<file path="src/common/l2_types_pkg.sv">
package l2_types_pkg;

    // requester ports in priority order
    localparam int L1_CONNECTIONS = 4;

    localparam int L1_DCACHE_ID = 0;
    localparam int L1_ICACHE_ID = 1;
    localparam int L1_DMMU_ID = 2;
    localparam int L1_IMMU_ID = 3;

    // wide enough to name every requester port
    localparam int SUB_ID_W = 2;

    // both L2 queues share this depth
    localparam int FIFO_DEPTH = 4;
    localparam int FIFO_PTR_W = $clog2(FIFO_DEPTH);

    // memory model size in 32-bit words
    localparam int MEM_WORDS = 1024;
    localparam int MEM_ADDR_W = $clog2(MEM_WORDS);

    typedef logic [SUB_ID_W-1:0] sub_id_t;
    typedef logic [FIFO_PTR_W-1:0] fifo_ptr_t;
    typedef logic [FIFO_PTR_W:0] fifo_cnt_t;
    typedef logic [MEM_ADDR_W-1:0] mem_addr_t;

    // request as seen on the L1 side, byte addressed
    typedef struct packed {
        logic [31:0] addr;
        logic rnw;
        logic [3:0] be;
        // burst length minus one
        logic [2:0] size;
        logic [31:0] data;
    } l1_request_t;

    // request entry in the L2 request queue, word addressed
    typedef struct packed {
        logic [29:0] addr;
        logic rnw;
        logic [3:0] be;
        logic [2:0] burst_size;
        sub_id_t sub_id;
    } l2_request_t;

    // one returned read word with the port it belongs to
    typedef struct packed {
        logic [31:0] rd_data;
        sub_id_t rd_sub_id;
    } l2_return_t;

endpackage

</file>
<file path="src/l1_arbiter/l1_arbiter.sv">
`timescale 1ns/1ns

module l1_arbiter (
    input logic clk,
    input logic rst,

    input logic [l2_types_pkg::L1_CONNECTIONS-1:0] req_valid,
    input l2_types_pkg::l1_request_t [l2_types_pkg::L1_CONNECTIONS-1:0] req,
    output logic [l2_types_pkg::L1_CONNECTIONS-1:0] ack,

    output l2_types_pkg::l2_request_t l2_req,
    output logic request_push,
    input logic request_full,

    output logic [31:0] wr_data,
    output logic wr_data_push,
    input logic data_full,

    input l2_types_pkg::l2_return_t l2_ret,
    input logic rd_data_valid,

    output logic [31:0] rsp_data,
    output logic [l2_types_pkg::L1_CONNECTIONS-1:0] rsp_valid
);

    logic push_ready;
    logic any_request;
    l2_types_pkg::sub_id_t grant_id;

    // the memory drains the two queues at different rates, so both need room
    assign push_ready = ~request_full & ~data_full;

    // lowest index wins
    always_comb begin
        grant_id = '0;
        any_request = 1'b0;
        for (int i = 0; i < l2_types_pkg::L1_CONNECTIONS; i++) begin
            if (req_valid[i] && !any_request) begin
                grant_id = l2_types_pkg::sub_id_t'(i);
                any_request = 1'b1;
            end
        end
    end

    always_comb begin
        ack = '0;
        ack[grant_id] = any_request & push_ready;
    end

    assign request_push = any_request & push_ready;

    // byte address becomes a word address and the port index rides along as sub_id
    always_comb begin
        l2_req.addr = req[grant_id].addr[31:2];
        l2_req.rnw = req[grant_id].rnw;
        l2_req.be = req[grant_id].be;
        l2_req.burst_size = req[grant_id].size;
        l2_req.sub_id = grant_id;
    end

    // only the data cache writes
    assign wr_data = req[l2_types_pkg::L1_DCACHE_ID].data;
    assign wr_data_push = ack[l2_types_pkg::L1_DCACHE_ID]
        & ~req[l2_types_pkg::L1_DCACHE_ID].rnw;

    // data is broadcast but valid only for the owning port
    assign rsp_data = l2_ret.rd_data;

    genvar p;
    generate
        for (p = 0; p < l2_types_pkg::L1_CONNECTIONS; p++) begin : g_rsp
            assign rsp_valid[p] = rd_data_valid
                && (l2_ret.rd_sub_id == l2_types_pkg::sub_id_t'(p));
        end
    endgenerate

    one_ack_at_a_time: assert property (
        @(posedge clk) disable iff (rst) $onehot0(ack)
    );

    // a granted write must reach both queues together
    write_pushes_both: assert property (
        @(posedge clk) disable iff (rst)
        request_push && !l2_req.rnw |-> wr_data_push && !data_full
    );

    generate
        for (p = 1; p < l2_types_pkg::L1_CONNECTIONS; p++) begin : g_read_only
            read_only_port: assert property (
                @(posedge clk) disable iff (rst) req_valid[p] |-> req[p].rnw
            );
        end
    endgenerate

endmodule

</file>
<file path="config.mk">
export PLATFORM = sky130hd
export DESIGN_NAME = l1_arbiter
export DESIGN_NICKNAME = d
export VERILOG_FILES = /design/src/common/l2_types_pkg.sv /design/src/l1_arbiter/l1_arbiter.sv
export SDC_FILE = /design/constraint.sdc
export NUM_CORES = 1
export LEC_CHECK = 0
export BUFFER_PORTS_ARGS = -buffer_cell sky130_fd_sc_hd__buf_2
export CAP_MARGIN = 20
export CORE_AREA = 5 5 169 171
export DETAILED_ROUTE_END_ITERATION = 10
export DIE_AREA = 0 0 174 176
export GPL_ROUTABILITY_DRIVEN = 0
export SETUP_SLACK_MARGIN = 0.15
export SLEW_MARGIN = 20
export SYNTH_ARGS = -nofsm -noshare
export SYNTH_HDL_FRONTEND = slang
export SYNTH_SLANG_ARGS = --single-unit
</file>
<file path="constraint.sdc">
create_clock -name vclk -period 1.4
set_input_delay 0.07 -clock vclk [all_inputs]
set_output_delay 0.07 -clock vclk [all_outputs]
set_load 0.02 [all_outputs]
</file>
# Word-level counts from Yosys, hierarchy flattened
# Index checks and enable logic that the tools add are counted.
op_classes:
  div: 0
  n_mul: 0
  muxes: 11
  magnitude_cmp: 2
  n_shift: 0
  addsub: 0
  n_eq_ne: 3
  n_bitwise: 7
  reduce_logical: 12
ops:
  columns: ["op", "n"]
  rows:
  - ["$bmux 72 s2", 1]
  - ["$mux 72", 1]
  - ["$logic_and 1x1->1", 8]
  - ["$mux 1", 6]
  - ["$and 4x4->4", 1]
  - ["$eq 2x2->1 const B", 2]
  - ["$mux 2", 2]
  - ["$and 1x1->1", 3]
  - ["$logic_not 1->1", 3]
  - ["$lt 2x3->1 const B", 1]
  - ["$not 1->1", 3]
  - ["$demux 1 s2", 1]
  - ["$eq 2x1->1 const B", 1]
  - ["$ge 2x1->1 const B", 1]
  - ["$logic_not 2->1", 1]
word_totals:
  mem_bits_ro: 0
  output_inout_bits: 114
  n_memories: 0
  mem_bits_rw: 0
  latchBits: 0
  input_bits: 331
  register_bits: 0

# Longest topological paths before layout
logic_depth:
  ltp_word: 16
  ltp_mapped: 6

# Worst setup path after synthesis
# Ideal clock, no wire load.
synth_timing:
  kind: "input port to output port"
  from: "input req_valid[0] (netlist bit)"
  to: "output wr_data_push"
  path_buffers: 2
  path_stages: 4
  required_time_ns: 1.330
  slack_ns: -0.100
  t_arrival_ns: 1.430
  cell_sequence: "buf_2 -> buf_2 -> nor3b_1 -> nor2b_1"
synth_between:
  elab_chain_len: 16
synth_lines:
  columns: ["element", "line", "text"]
  rows:
  - ["start, declared", "l1_arbiter.sv:7", "input logic [l2_types_pkg::L1_CONNECTIONS-1:0] req_valid,"]
  - ["$mux 1 *", "l1_arbiter.sv:38", "if (req_valid[i] && !any_request) begin"]
  - ["$logic_not 1->1", "l1_arbiter.sv:38", null]
  - ["$logic_and 1x1->1", "l1_arbiter.sv:38", null]
  - ["$mux 1", "l1_arbiter.sv:38", null]
  - ["$logic_not 1->1", "l1_arbiter.sv:38", null]
  - ["$logic_and 1x1->1", "l1_arbiter.sv:38", null]
  - ["$mux 1", "l1_arbiter.sv:38", null]
  - ["$logic_not 1->1", "l1_arbiter.sv:38", null]
  - ["$logic_and 1x1->1", "l1_arbiter.sv:38", null]
  - ["$mux 2", "l1_arbiter.sv:38", null]
  - ["$lt 2x3->1 (implied by the code) or $ge 2x1->1 (tied branches)", "l1_arbiter.sv:47", "ack[grant_id] = any_request & push_ready;"]
  - ["$logic_and 1x1->1 (implied by the code)", "l1_arbiter.sv:47", null]
  - ["$mux 1 (implied by the code)", "l1_arbiter.sv:47", null]
  - ["$demux 1 s2", "l1_arbiter.sv:47", null]
  - ["$and 4x4->4 (no source line) *", null, null]
  - ["via ack (one bit)", "l1_arbiter.sv:9", "output logic [l2_types_pkg::L1_CONNECTIONS-1:0] ack,"]
  - ["$and 1x1->1 *", "l1_arbiter.sv:64", "& ~req[l2_types_pkg::L1_DCACHE_ID].rnw;"]
  - ["end, declared", "l1_arbiter.sv:16", "output logic wr_data_push,"]
# The timed path passes the listed nets; every way through them passes the cells marked *.

==> results_dict.tcl <==
set metrics [dict create \
    status "completed" \
    fin_nets 748 \
    first_pass_iters 4 \
    avgSynthCellArea_um2 6.976 \
    cp-end-kind "primary output" \
    port-buffer-count 211 \
    grt_max_degree 25 \
    placed_area_um2 2974 \
    relSlewSlack_pct 78.35 \
    areaGrowthSynthToFinish_pct 80.58 \
    dieWidth_um 174 \
    hp-class "input pin to primary output" \
    m1WireLength_um 5080 \
    ioPinCount 445 \
    maxCapViolCount 0 \
    postCtsHoldBufs 0 \
    drc 0 \
    grt-ovfl-total 0 \
    hold_depth 0 \
    fmax_mhz 789.2 \
    required_ns 1.33 \
    synth_area_leaders "buf_4, a221o_1, nand4bb_1, a21oi_1, nand2_1" \
    seq_area_frac_synth_pct 0 \
    rows 60 \
    die_area_um2 30620 \
    fin_crit_ns 1.267 \
    crit_path_frequent_cell "buf_12" \
    clkbuf_count 0 \
    vias 2680 \
    highest_layer "met5" \
    crit_type "input pin to primary output" \
    initial_core_util_pct 6.943 \
    met3WireLength_um 1480 \
    finalPower_w 0.001148 \
    finalSetupViolCount 0 \
    drive_above_1_share_pct 60.96 \
    layout.area.seq_um2 0 \
    dr_wl_met2_um 6179 \
    ys_top_cells_by_count "buf_4, a21oi_1, nand2_1, a221o_1, nand4bb_1" \
    design_area_um2 3351 \
    rsz0062_at_grt "yes" \
    synthesis.area_um2 1856 \
    wire_per_inst_um 17.84 \
    diodes 0 \
    cellLeakagePower_nw 1.523 \
    cp.arrival_ns 1.20 \
    finalCritPeriodShare_pct 90.51 \
    postRouteWirelength_um 13490 \
    via_per_inst 3.545 \
    slowest_delay_ns 0.37 \
    worst_hold_path.endpoint "rsp_data[20]" \
    worst_pin_slew_ns 0.3235 \
    worstPathMaxFanout 6 \
    yosysUniqueCellTypes 25 \
    worstSetupStartpointType "input pin" \
    die_h_um 176 \
    synth_top_area_share_pct 26.70 \
    yosysMostFrequentCell "buf_4" \
    crit_chain "buf_12 > nor2_4 > a21o_4 > buf_12 > a221o_1 > buf_2" \
    drv_slew 0 \
    cp_slowest_cell "a221o_1" \
    synth_top_cell_by_area "buf_4" \
    nFlopsAndLatches 0 \
    synthCells 266 \
    grt_pass1_vias 2779 \
    core_area_um2 26730 \
    drtIter0Drc 92 \
    hpwl_um 10420 \
    antenna_found_initial 1 \
    synth_nets 597 \
    power_density_nw_per_um2 342.6 \
    ys.warnings.count 0 \
    grt_pass1_wl_um 16820 \
    grt_use_total_pct 7.155 \
    vdd_ir_drop_max_mv 0.1784 \
    hold_viol 0 \
    ant_nets 0 \
    min-delay-start "l2_ret[22]" \
]
worst max-delay path by stage:
stage                       from           end  slack, ns
global placement    req_valid[2]    l2_req[28]      -0.07
finish              req_valid[2]    l2_req[22]       0.13
detailed placement  req_valid[2]    l2_req[28]      -0.07
global route        req_valid[2]    l2_req[22]       0.11
floorplan           req_valid[0]  wr_data_push       0.14
CTS                 req_valid[3]    l2_req[30]       0.10
kinds of logic (layout without fill, tap and decap cells):
group	Yosys count	after routing	share of synthesized area, %
AO/OA/AOI/OAI	80	80	32.03
buffers and inverters	94	243	34.12
AND/OR/NAND/NOR	92	92	33.85
cell usage in the layout (no fill, tap or decap), drive strengths merged, types with 2 or more instances in the layout:
cell / instances
nor2: 3
a21oi: 39
clkbuf: 3
nand2b: 2
nand3b: 14
nor3: 2
inv: 2
a221o: 37
buf: 238
nand2: 39
nor3b: 4
nand4bb: 23
layout make-up:
class | instances | area, µm²
multi-input combinational | 172 | 1300
tap | 341 | 426.7
timing repair buffer | 241 | 1614
inverter | 2 | 10.01
fill | 3096 | 23370
where the power goes:
| group | total, W | switching [W] | internal (W) |
|---|---|---|---|
| clock | 0 | 0 | 0 |
| combinational | 0.00115 | 0.000567 | 0.000581 |
| sequential | 0 | 0 | 0 |
critical path: cells and delay by family:
family	cells	cell delay, ns
compound gates	2	0.63
buf+inv	3	0.44
simple gates	1	0.04
metrics by stage:
step	cells	utilization (%)	setup TNS [ns]	worst slack, ns	hold WS, ns
CTS	750	11.58	0	0.1016	0.1401
detailed placement	747	11.13	-0.09690	-0.06868	0.1401
global route	756	12.54	0	0.1075	0.1400
finish	756	12.54	0	0.1329	0.1400
floorplan	266	-	0	0.1374	0.1911
global placement	747	11.13	-0.07951	-0.07229	0.1401
routing by layer:
metal,GRT usage [%],vias up
met5,0,-
met4,3.662,2
met3,3.084,55
met2,11.62,183
met1,8.011,1207
li1,-,1233
what timing repair did:
item,CTS,global route
hold endpoints to repair,0,0
resized for setup,19,44
buffers inserted,2,2
gates cloned,1,4
pin swaps,3,3
setup endpoints to repair,40,39
(Power assumes the default switching activity.)
