$ cat src/common/l2_types_pkg.sv
package l2_types_pkg;

    // requester ports in priority order
    localparam int L1_CONNECTIONS = 4;

    localparam int L1_DCACHE_ID = 0;
    localparam int L1_ICACHE_ID = 1;
    localparam int L1_DMMU_ID = 2;
    localparam int L1_IMMU_ID = 3;

    // wide enough to name every requester port
    localparam int SUB_ID_W = 2;

    // both L2 queues share this depth
    localparam int FIFO_DEPTH = 4;
    localparam int FIFO_PTR_W = $clog2(FIFO_DEPTH);

    // memory model size in 32-bit words
    localparam int MEM_WORDS = 1024;
    localparam int MEM_ADDR_W = $clog2(MEM_WORDS);

    typedef logic [SUB_ID_W-1:0] sub_id_t;
    typedef logic [FIFO_PTR_W-1:0] fifo_ptr_t;
    typedef logic [FIFO_PTR_W:0] fifo_cnt_t;
    typedef logic [MEM_ADDR_W-1:0] mem_addr_t;

    // request as seen on the L1 side, byte addressed
    typedef struct packed {
        logic [31:0] addr;
        logic rnw;
        logic [3:0] be;
        // burst length minus one
        logic [2:0] size;
        logic [31:0] data;
    } l1_request_t;

    // request entry in the L2 request queue, word addressed
    typedef struct packed {
        logic [29:0] addr;
        logic rnw;
        logic [3:0] be;
        logic [2:0] burst_size;
        sub_id_t sub_id;
    } l2_request_t;

    // one returned read word with the port it belongs to
    typedef struct packed {
        logic [31:0] rd_data;
        sub_id_t rd_sub_id;
    } l2_return_t;

endpackage

$ cat src/l2_queue/l2_fifo.sv
`timescale 1ns/1ns

module l2_fifo #(
    parameter type payload_t = logic [31:0]
) (
    input logic clk,
    input logic rst,

    input logic push,
    input payload_t push_data,
    output logic full,

    input logic pop,
    output payload_t head,
    output logic valid
);

    payload_t buffer [l2_types_pkg::FIFO_DEPTH];

    l2_types_pkg::fifo_ptr_t rd_ptr;
    l2_types_pkg::fifo_ptr_t wr_ptr;
    l2_types_pkg::fifo_cnt_t count;

    localparam l2_types_pkg::fifo_ptr_t LAST_SLOT =
        l2_types_pkg::fifo_ptr_t'(l2_types_pkg::FIFO_DEPTH - 1);

    assign full = (count == l2_types_pkg::fifo_cnt_t'(l2_types_pkg::FIFO_DEPTH));
    assign valid = (count != '0);
    assign head = buffer[rd_ptr];

    always_ff @(posedge clk) begin
        if (push) begin
            buffer[wr_ptr] <= push_data;
        end
    end

    always_ff @(posedge clk) begin
        if (rst) begin
            rd_ptr <= '0;
            wr_ptr <= '0;
            count <= '0;
        end else begin
            if (push) begin
                wr_ptr <= (wr_ptr == LAST_SLOT) ? '0 : wr_ptr + 1'b1;
            end
            if (pop) begin
                rd_ptr <= (rd_ptr == LAST_SLOT) ? '0 : rd_ptr + 1'b1;
            end
            // simultaneous push and pop leaves the count alone
            case ({push, pop})
                2'b10: count <= count + 1'b1;
                2'b01: count <= count - 1'b1;
                default: count <= count;
            endcase
        end
    end

    no_push_when_full: assert property (
        @(posedge clk) disable iff (rst) push |-> !full
    );

    no_pop_when_empty: assert property (
        @(posedge clk) disable iff (rst) pop |-> valid
    );

endmodule

$ cat config.mk
export PLATFORM = sky130hd
export DESIGN_NAME = l2_fifo
export DESIGN_NICKNAME = d
export VERILOG_FILES = /design/src/common/l2_types_pkg.sv /design/src/l2_queue/l2_fifo.sv
export SDC_FILE = /design/constraint.sdc
export NUM_CORES = 1
export LEC_CHECK = 0
export ABC_AREA = 1
export BUFFER_PORTS_ARGS = -buffer_cell sky130_fd_sc_hd__buf_2
export CAP_MARGIN = 20
export CORE_MARGIN = 5
export CORE_UTILIZATION = 45
export DETAILED_ROUTE_END_ITERATION = 8
export PLACE_DENSITY_LB_ADDON = 0.12
export SETUP_SLACK_MARGIN = 0.5
export SYNTH_ARGS = -nofsm -noshare
export SYNTH_HDL_FRONTEND = slang
export SYNTH_SLANG_ARGS = --single-unit
$ cat constraint.sdc
create_clock -name clk -period 1.9 [get_ports clk]
set_clock_uncertainty 0.1 [all_clocks]
set_input_delay 0.285 -clock clk [delete_from_list [all_inputs] [get_ports clk]]
set_output_delay 0.285 -clock clk [all_outputs]
set_load 0.005 [all_outputs]
After elaboration in Yosys (flattened, before gate mapping)
Memory sizes are Yosys's and may differ from the RTL's. A register that Yosys moved wholly into a read port is not among the register bits.
Cells that the tools add are included.
Storage, ports and cells
  input port bits: 36
  latch bits: 0
  bits in read-only memories: 0
  RAM bits: 128
  logic and storage cells: 22
  flip-flop bits (word level): 7
  output and inout bits: 34
  memories kept: 1
Memories
  buffer: words 4, width 32, rd ports 1, clocked after memory_dff 1, wr ports 1, line l2_fifo.sv:18  | payload_t buffer [l2_types_pkg::FIFO_DEPTH];
Operators by class
  divide/modulo/power cells: 0
  reduce and logical (&&, ||, !) cells: 2
  mux-type cells: 7
  $add $sub $neg: 4
  $lt $le $gt $ge: 0
  bitwise gates (word level): 0
  equality and inequality tests: 5
  shifts and indexed selects: 0
  multipliers: 0
Operators by type and width (number)
  2-bit 2-to-1 mux: 4
  2-bit == test, second input constant: 3
  3-bit case mux with 2 select lines: 1
  2-bit by 1-bit adder with 2-bit output, second input constant: 2
  3-bit by 1-bit adder with 3-bit output, second input constant: 1
  3-bit == test, second input constant: 1
  3-bit nonzero test: 1
  3-bit by 1-bit subtractor with 3-bit output, second input constant: 1
  2-bit by 1-bit == test with 1-bit output, second input constant: 1
  1-bit 2-to-1 mux: 2
  2-bit nonzero test: 1

Logic depth before layout (Yosys ltp)
Gate-level depths: netlist of the first run.
  depth in word-level cells: 4
  mapped depth: 8

Worst setup path before layout of the first run
No wires, ideal clock.
  path kind: reg-to-reg
  start point: register wr_ptr[0]
  end point: memory buffer[2][0] in the netlist's numbering, enable pin
  clock period less this slack: 1.699 ns
  cell stages (with the launch flop): 5
  path slack: 0.201 ns
  library setup time: 0.387 ns
  data arrival time: 1.212 ns
  cell sequence: dfxtp_1 inv_1 ha_1 nand2_1 inv_1
RTL lines
  from (decl): line l2_fifo.sv:21  | l2_types_pkg::fifo_ptr_t wr_ptr;
  from (signal assigned): line l2_fifo.sv:44  | wr_ptr <= (wr_ptr == LAST_SLOT) ? '0 : wr_ptr + 1'b1;
  to (decl): line l2_fifo.sv:18
No word-level cell before the write port.

==> impl_metrics.tcl, run 1 <==
set metrics [dict create \
    clock-root-buffer "sky130_fd_sc_hd__clkbuf_16" \
    rsz0062_at_grt "yes" \
    gr-usage-all-layers 0.1620 \
    crit_family "buffers and inverters" \
    post-route-min-period_ns 1.906 \
    drt-wirelength-per-cell_um 18.32 \
    die_h_um 117.9 \
    ioPinCount 70 \
    synth_area_per_cell_sq_um 14.17 \
    crit_path_start_kind "flop" \
    ant_nets 0 \
    numPortBuffers 69 \
    clkSinkCount 137 \
    final_critical_path_setup_slack_ns -0.006232 \
    seq_area_frac_synth 0.7675 \
    drc_errors 0 \
    worstPathMaxFanout 6 \
    num_rows 39 \
    worst-setup-path-type "reg2out" \
    tritoncts_clock_tree "built" \
    n_fill_cell 862 \
    num_antenna_cells 0 \
    timing.critical_path.to_type "output pin" \
    fmax_mhz 524.6 \
    cp.buffers_inverters 4 \
    vdd_ir_drop_max_mv 0.5615 \
    reg2reg_to "count[2]" \
    grt_remaining_overflow 0 \
    report.final.hold_viol_count 0 \
    clk_transition_reported_paths_ns 0.05 \
    postSynthCellCount 370 \
    first_pass_grt_wire_length_um 17640 \
    htree_levels 4 \
    critPathSlowestCell "sky130_fd_sc_hd__dfxtp_4" \
    ff2ff_setup_slack_ns 0.54 \
    drv_slew 0 \
    worst_path_largest_cell_delay_ns 0.37 \
    yosys.cell_types.count 21 \
    drt-total-wl_um 12090 \
    cap_viol_max_count 0 \
    mappedNetlistNets 413 \
    synth_seq_cells 137 \
    viasPerCell 5.214 \
    cts_inserted_buffers 17 \
    cts.path.max_buffers 2 \
    timing.hold.worst_path_depth 1 \
    timing.reg2reg.worst_path_depth 7 \
    finalCritPeriodShare 1.003 \
    yosys_warnings 0 \
    layout.cells.most_common_list "sky130_fd_sc_hd__edfxtp_1 (128), sky130_fd_sc_hd__buf_2 (69), sky130_fd_sc_hd__nor2_1 (55)" \
    syn_to_final_growth_pct 39.93 \
    timing.critical_path.cells "buf_12 > buf_12 > clkinv_8 > o21ai_2 > o22ai_1 > buf_2" \
    crit_path_frequent_cell "sky130_fd_sc_hd__buf_12" \
    clock_insertion_delay_worst_skew_ns 0.40 \
    p_leak_nw 2.667 \
    detailed_place_hpwl_um 6563 \
    floorplan.initialDensity 0.4591 \
    worst_slew_margin_rel 0.8407 \
    outcome "complete, but fails checks" \
    hold-path-endpoint "buffer[2][2]" \
    post_route_cells_drive_above_1_share 0.4217 \
    die_width_um 117.9 \
    drt-initial-drc-count 188 \
    final_net_count 547 \
    synth_area_sq_um 5243 \
    antenna_violations_before_repair 0 \
    design_power_total_mw 7.586 \
    drtPass1Iterations 4 \
    hold_path.startpoint "push_data[2]" \
    vias 3441 \
    setup_viol_count_final 2 \
    holdCritPathClass "in2reg" \
    critPathArrivalTime_ns 1.52 \
    core_area_sq_um 11420 \
    critical_path_required_ns 1.51 \
    grt_max_degree 44 \
    commonest_non_fill_non_tap_cell_in_the_layout "sky130_fd_sc_hd__edfxtp_1" \
    grt_pass1_vias 3432 \
    tightestPinTransition_ns 0.2365 \
    floorplan.die_area_sq_um 13910 \
    finish.utilization 0.6425 \
    failed_checks "negative setup slack" \
    worst_r2r_startpoint "count[1]" \
    power_density_nw_per_um2 1034 \
    gpl.final_weighted_congestion 0.7026 \
]
-- metal layers --
metal | up-vias | GRT usage | wire (um)
met5 | - | 0 | 0
met4 | 0 | 0.05950 | 198
met3 | 23 | 0.04709 | 533
met2 | 77 | 0.2666 | 6216
met1 | 1700 | 0.2034 | 5145
li1 | 1641 | - | -
-- worst register-to-register path: cells and delay by family, from the launching register on --
family,cells,cell delay (ns)
DFF,1,0.35
and+or+nand+nor,5,0.33
adders and majority gates,1,0.40
buffers and inverters,1,0.12
-- final cells by class --
type,count,area (sq um),share of cell area
Timing Repair Buffer,129,1136,0.1549
Timing Repair inverter,5,66.31,0.009040
Sequential cell,137,4040,0.5507
Clock inverter,13,128.9,0.01757
Clock buffer,19,432.9,0.05901
Inverter,15,97.59,0.01330
Tap cell,143,178.9,0.02439
Multi-Input combinational cell,199,1255,0.1711
-- cell families after synthesis --
family,after synthesis,synth area share
AOI/OAI and AO/OA,101,0.1041
xor gates and xnor gates,2,0.003342
adders and majority gates,7,0.01814
buffers and inverters,34,0.04224
DFF,137,0.7675
and+or+nand+nor,89,0.06468
-- report_power, final --
group | switching [mW] | internal (mW)
Sequential | 0.0577 | 3.47
Combinational | 0.522 | 0.456
Clock | 1.17 | 1.92
Total | 1.75 | 5.84
-- synth_stat cells, drive strengths merged --
| library cell | instances | share of area |
|---|---|---|
| dfxtp | 9 | 0.034 |
| ha | 6 | 0.014 |
| a21oi | 2 | 0.0019 |
| buf | 18 | 0.029 |
| xnor2 | 1 | 0.0017 |
| nand2 | 11 | 0.0079 |
| nor2 | 75 | 0.054 |
| nand4 | 1 | 0.0012 |
| o22ai | 32 | 0.038 |
| o21ai | 67 | 0.064 |
| inv | 15 | 0.012 |
| edfxtp | 128 | 0.73 |
| xor2 | 1 | 0.0017 |
| clkbuf | 1 | 0.00072 |
| nor3 | 2 | 0.0019 |
| fa | 1 | 0.0038 |
-- flip-flops by register name, summed over array words and instances (netlist names), named ones only --
signal,cells
rd_ptr,2
buffer,128
count,3
wr_ptr,2
-- metrics by stage --
step	instance area, sq um	hold WS, ns	setup TNS (ns)	cells	setup slack (ns)
after global placement	5813	0.3841	0	582	0.2422
after floorplan	5278	0.2542	0	370	0.3607
after detailed placement	5813	0.3904	0	582	0.1989
after global routing	7336	0.002508	-1.251	660	-0.07025
final	7336	0.007648	-0.01074	660	-0.006232
after CTS	6761	0.0003392	-0.09001	640	-0.04640
-- worst max-delay path by stage --
stage | slack (ns) | end | cells past startpoint
floorplan | 0.36 | buffer[0][0] | 4
global placement | 0.24 | count[2] | 9
detailed placement | 0.20 | count[2] | 9
CTS | -0.05 | head[4] | 4
global route | -0.07 | head[11] | 6
finish | -0.006 | head[11] | 6
-- timing repair --
item,in CTS,in global routing
resized for setup,41,91
endpoints found under the setup margin,87,108
pin swaps,3,23
setup buffers,1,8
endpoints found under the hold margin,92,3
gates cloned,0,11
hold buffers,25,1
(Power assumes the default switching activity.)
==> run 2, diff against run 1 <==
- clock period: 1.9 -> 1.55 ns (I/O delays scaled with it)
==> impl_metrics.tcl, run 2 (synthesis gave the netlist of run 1 again) <==
set metrics [dict create \
    outcome "complete, but fails checks" \
    failed_checks "negative setup slack" \
    gpl.final_weighted_congestion 0.7860 \
    first_pass_grt_wire_length_um 20200 \
    timing.critical_path.to_type "output pin" \
    p_leak_nw 2.899 \
    tightestPinTransition_ns 0.2098 \
    cts.path.max_buffers 2 \
    clkSinkCount 137 \
    critical_path_required_ns 1.22 \
    clockPowerShare 0.426 \
    largest_register_ffs 128 \
    numPortBuffers 69 \
    power_density_nw_per_um2 1268 \
    detail_route.wirelength.met1_um 5396 \
    ant_nets 0 \
    top_layer "met4" \
    critPathArrivalTime_ns 1.52 \
    core_area_sq_um 11420 \
    antenna_violations_before_repair 0 \
    worst-setup-path-type "reg2out" \
    rsz0062_at_grt "yes" \
    tritoncts_clock_tree "built" \
    post-route-min-period_ns 1.853 \
    syn_to_final_growth_pct 49.16 \
    drt-wirelength-per-cell_um 18.69 \
    netSwitchingFraction 0.2295 \
    holdCritPathClass "in2reg" \
    floorplan.die_area_sq_um 13910 \
    worst_slew_margin_rel 0.8592 \
    final_area_sq_um 7820 \
    vdd_ir_drop_max_mv 0.7022 \
    timing.hold.worst_path_depth 3 \
    timing.reg2reg.worst_path_depth 8 \
    die_h_um 117.9 \
    final_critical_path_setup_slack_ns -0.3027 \
    die_width_um 117.9 \
    seqPwrFrac 0.436 \
    floorplan.initialDensity 0.4591 \
    ioPinCount 70 \
    drc_errors 0 \
    final_net_count 575 \
    worstPathMaxFanout 32 \
    htree_levels 4 \
    detailed_place_hpwl_um 6817 \
    vias 3567 \
    drt-initial-drc-count 186 \
    setup_viol_count_final 46 \
    layout.cells.non_filler 688 \
    routed-wl-met3_um 462 \
    num_rows 39 \
    dpl_cell_area_sq_um 5959 \
    report.final.hold_viol_count 0 \
    detailroute.wirelength.met2_um 6826 \
    cap_viol_max_count 0 \
    grt_remaining_overflow 0 \
    cts_inserted_buffers 17 \
    internal_power_mw 7.639 \
    clk_transition_reported_paths_ns 0.06 \
    drt-total-wl_um 12860 \
    netSwitchingPower_mw 2.275 \
    grt_max_degree 33 \
    place_inst 588 \
    fmax_mhz 539.7 \
    crit_path_start_kind "flop" \
    registers_with_the_most_flip_flops "buffer (128), count (3)" \
    finalCritPeriodShare 1.195 \
    register_with_the_most_flip_flops "buffer" \
    n_fill_cell 813 \
    gr-usage-all-layers 0.1893 \
    clock-root-buffer "sky130_fd_sc_hd__clkbuf_16" \
    drtPass1Iterations 4 \
    drv_slew 0 \
    grt_pass1_vias 3662 \
    clock_insertion_delay_worst_skew_ns 0.41 \
    post_route_cells_drive_above_1_share 0.3835 \
    commonest_non_fill_non_tap_cell_in_the_layout "sky130_fd_sc_hd__edfxtp_1" \
    viasPerCell 5.185 \
    power.share.combinational 0.137 \
    layout.cells.most_common_list "sky130_fd_sc_hd__edfxtp_1 (128), sky130_fd_sc_hd__nor2_1 (71), sky130_fd_sc_hd__buf_2 (68)" \
    num_antenna_cells 0 \
]
[run 2: power by group through the flow]
stage	Clock, mW	Combinational, mW	Sequential, mW
after global routing	4.46	1.48	4.34
after global placement	0	0.895	4.38
after detailed placement	0	0.913	4.39
final	4.23	1.36	4.33
after CTS	4.26	1.29	4.32
after floorplan	0	0.488	4.37
[run 2: layer usage]
metal	vias up	global-route usage
li1	1714	-
met1	1763	0.2356
met2	78	0.3225
met3	12	0.04853
met4	0	0.06165
met5	-	0
[run 2: worst max-delay path, stage by stage, from the launching register on]
cell and delay [ns]:
sky130_fd_sc_hd__dfxtp_4 0.40, sky130_fd_sc_hd__inv_12 0.17, sky130_fd_sc_hd__buf_6 0.14, sky130_fd_sc_hd__o21ai_1 0.07, sky130_fd_sc_hd__o22ai_1 0.17, sky130_fd_sc_hd__buf_2 0.15
[run 2: layout make-up]
cell class                 count  area [sq um]  area share
sequential                   137          4053      0.5182
clock buffer                  17         425.4     0.05440
multi-input combinational    199          1184      0.1514
tap                          143         178.9     0.02288
inverter                      15         106.4     0.01360
clock inverter                15         200.2     0.02560
timing repair buffer         162          1673      0.2139
[run 2: metrics by stage]
| stage | hold WS, ns | setup TNS, ns | setup WS (ns) | power [mW] | util |
|---|---|---|---|---|---|
| after floorplan | 0.1975 | 0 | 0.01074 | 4.861 | - |
| after global placement | 0.3473 | 0 | 0.08371 | 5.280 | 0.5219 |
| after detailed placement | 0.3515 | 0 | 0.009454 | 5.300 | 0.5219 |
| after CTS | 0.008961 | -8.035 | -0.3013 | 9.867 | 0.6700 |
| after global routing | 0.005802 | -11.59 | -0.3731 | 10.28 | 0.6849 |
| final | 0.01318 | -7.827 | -0.3027 | 9.915 | 0.6849 |
[run 2: repair_timing]
action                     in CTS  in global routing
gates resized for setup        70                 39
pin swaps                      12                  8
hold endpoints to repair      132                  0
buffers inserted               19                  2
gates cloned                   12                  2
hold buffers                   33                  0
setup endpoints to repair     168                170
[run 2: worst paths after layout]
path | from | endpoint | slack [ns]
hold reg to reg | wr_ptr[1] | wr_ptr[1] | 0.43
hold / removal | push | wr_ptr[1] | 0.01
setup reg to reg | wr_ptr[0] | buffer[0][29] | -0.02
setup / recovery | flop | head[7] | -0.30
==> run 3, diff against run 2 <==
- ABC_AREA: 1 -> unset
- CORE_ASPECT_RATIO: unset -> 1.2
- clock period: 1.55 -> 2.1 ns (I/O delays scaled with it)
==> impl_metrics.tcl, run 3 <==
set metrics [dict create \
    yosys-top-cells-area "sky130_fd_sc_hd__edfxtp_1 (75%), sky130_fd_sc_hd__mux4_2 (13%), sky130_fd_sc_hd__dfxtp_1 (3.5%)" \
    seq_area_frac_synth 0.7896 \
    detailed_place_hpwl_um 5245 \
    p_leak_nw 2.190 \
    post-route-min-period_ns 2.075 \
    postSynthCellCount 210 \
    crit_path_start_kind "flop" \
    registers_with_the_most_flip_flops "buffer (128), count (3)" \
    ant_nets 0 \
    layout.cells.non_filler 470 \
    clock_insertion_delay_worst_skew_ns 0.40 \
    hold_ws_ns 0.02223 \
    final_net_count 347 \
    setup_viol_count_final 0 \
    synth_xor_area_frac 0.003437 \
    cts_inserted_buffers 17 \
    layout.cells.most_common_list "sky130_fd_sc_hd__edfxtp_1 (128), sky130_fd_sc_hd__buf_2 (65), sky130_fd_sc_hd__mux4_2 (32)" \
    multiplexer_area_fraction_after_synthesis 0.1507 \
    gpl.final_weighted_congestion 0.6604 \
    holdCritPathClass "in2reg" \
    tightestPinTransition_ns 0.3184 \
    die_width_um 107.1 \
    yosys.cell_count.top_type "sky130_fd_sc_hd__edfxtp_1" \
    synth_top_cells_by_count "sky130_fd_sc_hd__edfxtp_1 (128), sky130_fd_sc_hd__mux4_2 (30), sky130_fd_sc_hd__dfxtp_1 (9)" \
    drt-total-wl_um 9207 \
    fmax_mhz 481.9 \
    yosys_warnings 0 \
    num_antenna_cells 0 \
    viasPerCell 5.062 \
    worst_slew_margin_rel 0.7877 \
    largest_register_ffs 128 \
    timing.critical_path.to_type "output pin" \
    commonest_non_fill_non_tap_cell_in_the_layout "sky130_fd_sc_hd__edfxtp_1" \
    finalCritPeriodShare 0.9881 \
    synth_enable_flop_cells 128 \
    synth_top_family_by_area "multiplexers" \
    place_inst 434 \
    die_h_um 126.6 \
    vias 2379 \
    vdd_ir_drop_max_mv 0.5276 \
    outcome "finished clean" \
    ys_async_sr_fraction 0 \
    cts.path.max_buffers 2 \
    synth_area_per_cell_sq_um 24.27 \
    htree_levels 4 \
    post_route_cells_drive_above_1_share 0.4747 \
    first_pass_grt_wire_length_um 13750 \
    n_fill_cell 854 \
    post-synth-top-area-fraction 0.7542 \
    clkSinkCount 137 \
    gr-usage-all-layers 0.1376 \
    drv_slew 0 \
    clock-root-buffer "sky130_fd_sc_hd__clkbuf_16" \
    yosys.cell_types.count 19 \
    drc_errors 0 \
    floorplan.initialDensity 0.4596 \
    grt_max_degree 33 \
    num_rows 42 \
    rsz0062_at_grt "yes" \
    synth_simple_gate_area_frac 0.01547 \
    drt-initial-drc-count 83 \
    critPathArrivalTime_ns 1.66 \
    worst-setup-path-type "reg2out" \
    power_density_nw_per_um2 1026 \
    synth_adder_area_share 0.01866 \
    ioPinCount 70 \
    synth_area_sq_um 5096 \
    clk_transition_reported_paths_ns 0.06 \
    drtPass1Iterations 4 \
    numPortBuffers 69 \
    grt_pass1_vias 2523 \
    cell_type_contributing_the_most_total_cell_area_after_synthesis "sky130_fd_sc_hd__edfxtp_1" \
    critical_path_required_ns 1.68 \
    tritoncts_clock_tree "built" \
    core_area_sq_um 11090 \
    floorplan.die_area_sq_um 13560 \
    synth-compound-area-share 0.002946 \
    worstPathMaxFanout 13 \
    syn_to_final_growth_pct 23.32 \
    postSynth.topFlopCell "sky130_fd_sc_hd__edfxtp_1" \
    report.final.hold_viol_count 0 \
    drt-wirelength-per-cell_um 19.59 \
    grt_remaining_overflow 0 \
    ff2ff_setup_slack_ns 0.52 \
    synth_seq_cells 137 \
    register_with_the_most_flip_flops "buffer" \
    mappedNetlistNets 253 \
    antenna_violations_before_repair 0 \
    cap_viol_max_count 0 \
]
## run 3: cell count changes in the layout (fill, tap and decap cells not counted), moves of 11 or more
cell                            delta
sky130_fd_sc_hd__nor2_1           -64
sky130_fd_sc_hd__o21ai_1          -50
sky130_fd_sc_hd__dlygate4sd3_1    -33
sky130_fd_sc_hd__mux4_2           +32
sky130_fd_sc_hd__o22ai_1          -30
sky130_fd_sc_hd__buf_6            -16
sky130_fd_sc_hd__buf_12           -11
sky130_fd_sc_hd__buf_16           -11
sky130_fd_sc_hd__o21ai_0          -11
## run 3: path summary, 6_finish.rpt
check,cells after the start,start,to
setup / recovery,3,flop,head[21]
hold / removal,1,push_data[1],buffer[0][1]
setup reg to reg,5,count[0],count[2]
hold reg to reg,2,count[2],count[2]
## run 3: repair_timing
item	in CTS	in global routing
gates resized for setup	10	6
buffers inserted	2	0
pin swaps	1	0
gates cloned	0	3
hold buffers	0	0
endpoints found under the setup margin	97	96
## run 3: where the power goes
group,switching (mW),internal [mW]
clock,1.02,1.72
combinational,0.265,0.302
sequential,0.0356,3.11
## run 3: final cells by class
class / instances / area [sq um] / area share
multi-input cells: 65 / 1005 / 0.1599
repair buffers: 80 / 499.2 / 0.07943
inverters: 3 / 11.26 / 0.001792
clock inverters: 11 / 106.4 / 0.01692
well taps: 154 / 192.7 / 0.03066
flip-flops and latches: 137 / 4034 / 0.6418
clock buffers: 20 / 436.7 / 0.06948
## run 3: logic make-up after synthesis
kind of cell,after synthesis
DFF,137
muxes,36
and+or+nand+nor,15
buffers and inverters,10
adders and majority gates,7
AOI/OAI and AO/OA,3
xor gates and xnor gates,2
## run 3: per-layer routing
metal	share of wire	wire length (um)	global-route usage
met5	0	0	0
met3	0.056	515	0.05234
met4	0.0071	65	0.05418
met2	0.51	4686	0.2155
met1	0.43	3939	0.1739
## run 3: stage by stage
step / total power, mW / TNS [ns] / setup WS [ns] / cell area, sq um / utilization
final: 6.448 / 0 / 0.02495 / 6285 / 0.5668
after global routing: 6.701 / -0.7382 / -0.04456 / 6285 / 0.5668
after CTS: 6.486 / -0.07177 / -0.01992 / 6218 / 0.5608
after detailed placement: 3.733 / 0 / 0.2555 / 5645 / 0.5091
after global placement: 3.719 / 0 / 0.2924 / 5645 / 0.5091
after floorplan: 3.505 / 0 / 0.5219 / 5106 / -
## run 3: critical path: stages, from the launching register on
cell and delay (ns):
sky130_fd_sc_hd__dfxtp_4 0.40, sky130_fd_sc_hd__buf_12 0.18, sky130_fd_sc_hd__mux4_2 0.53, sky130_fd_sc_hd__buf_2 0.15
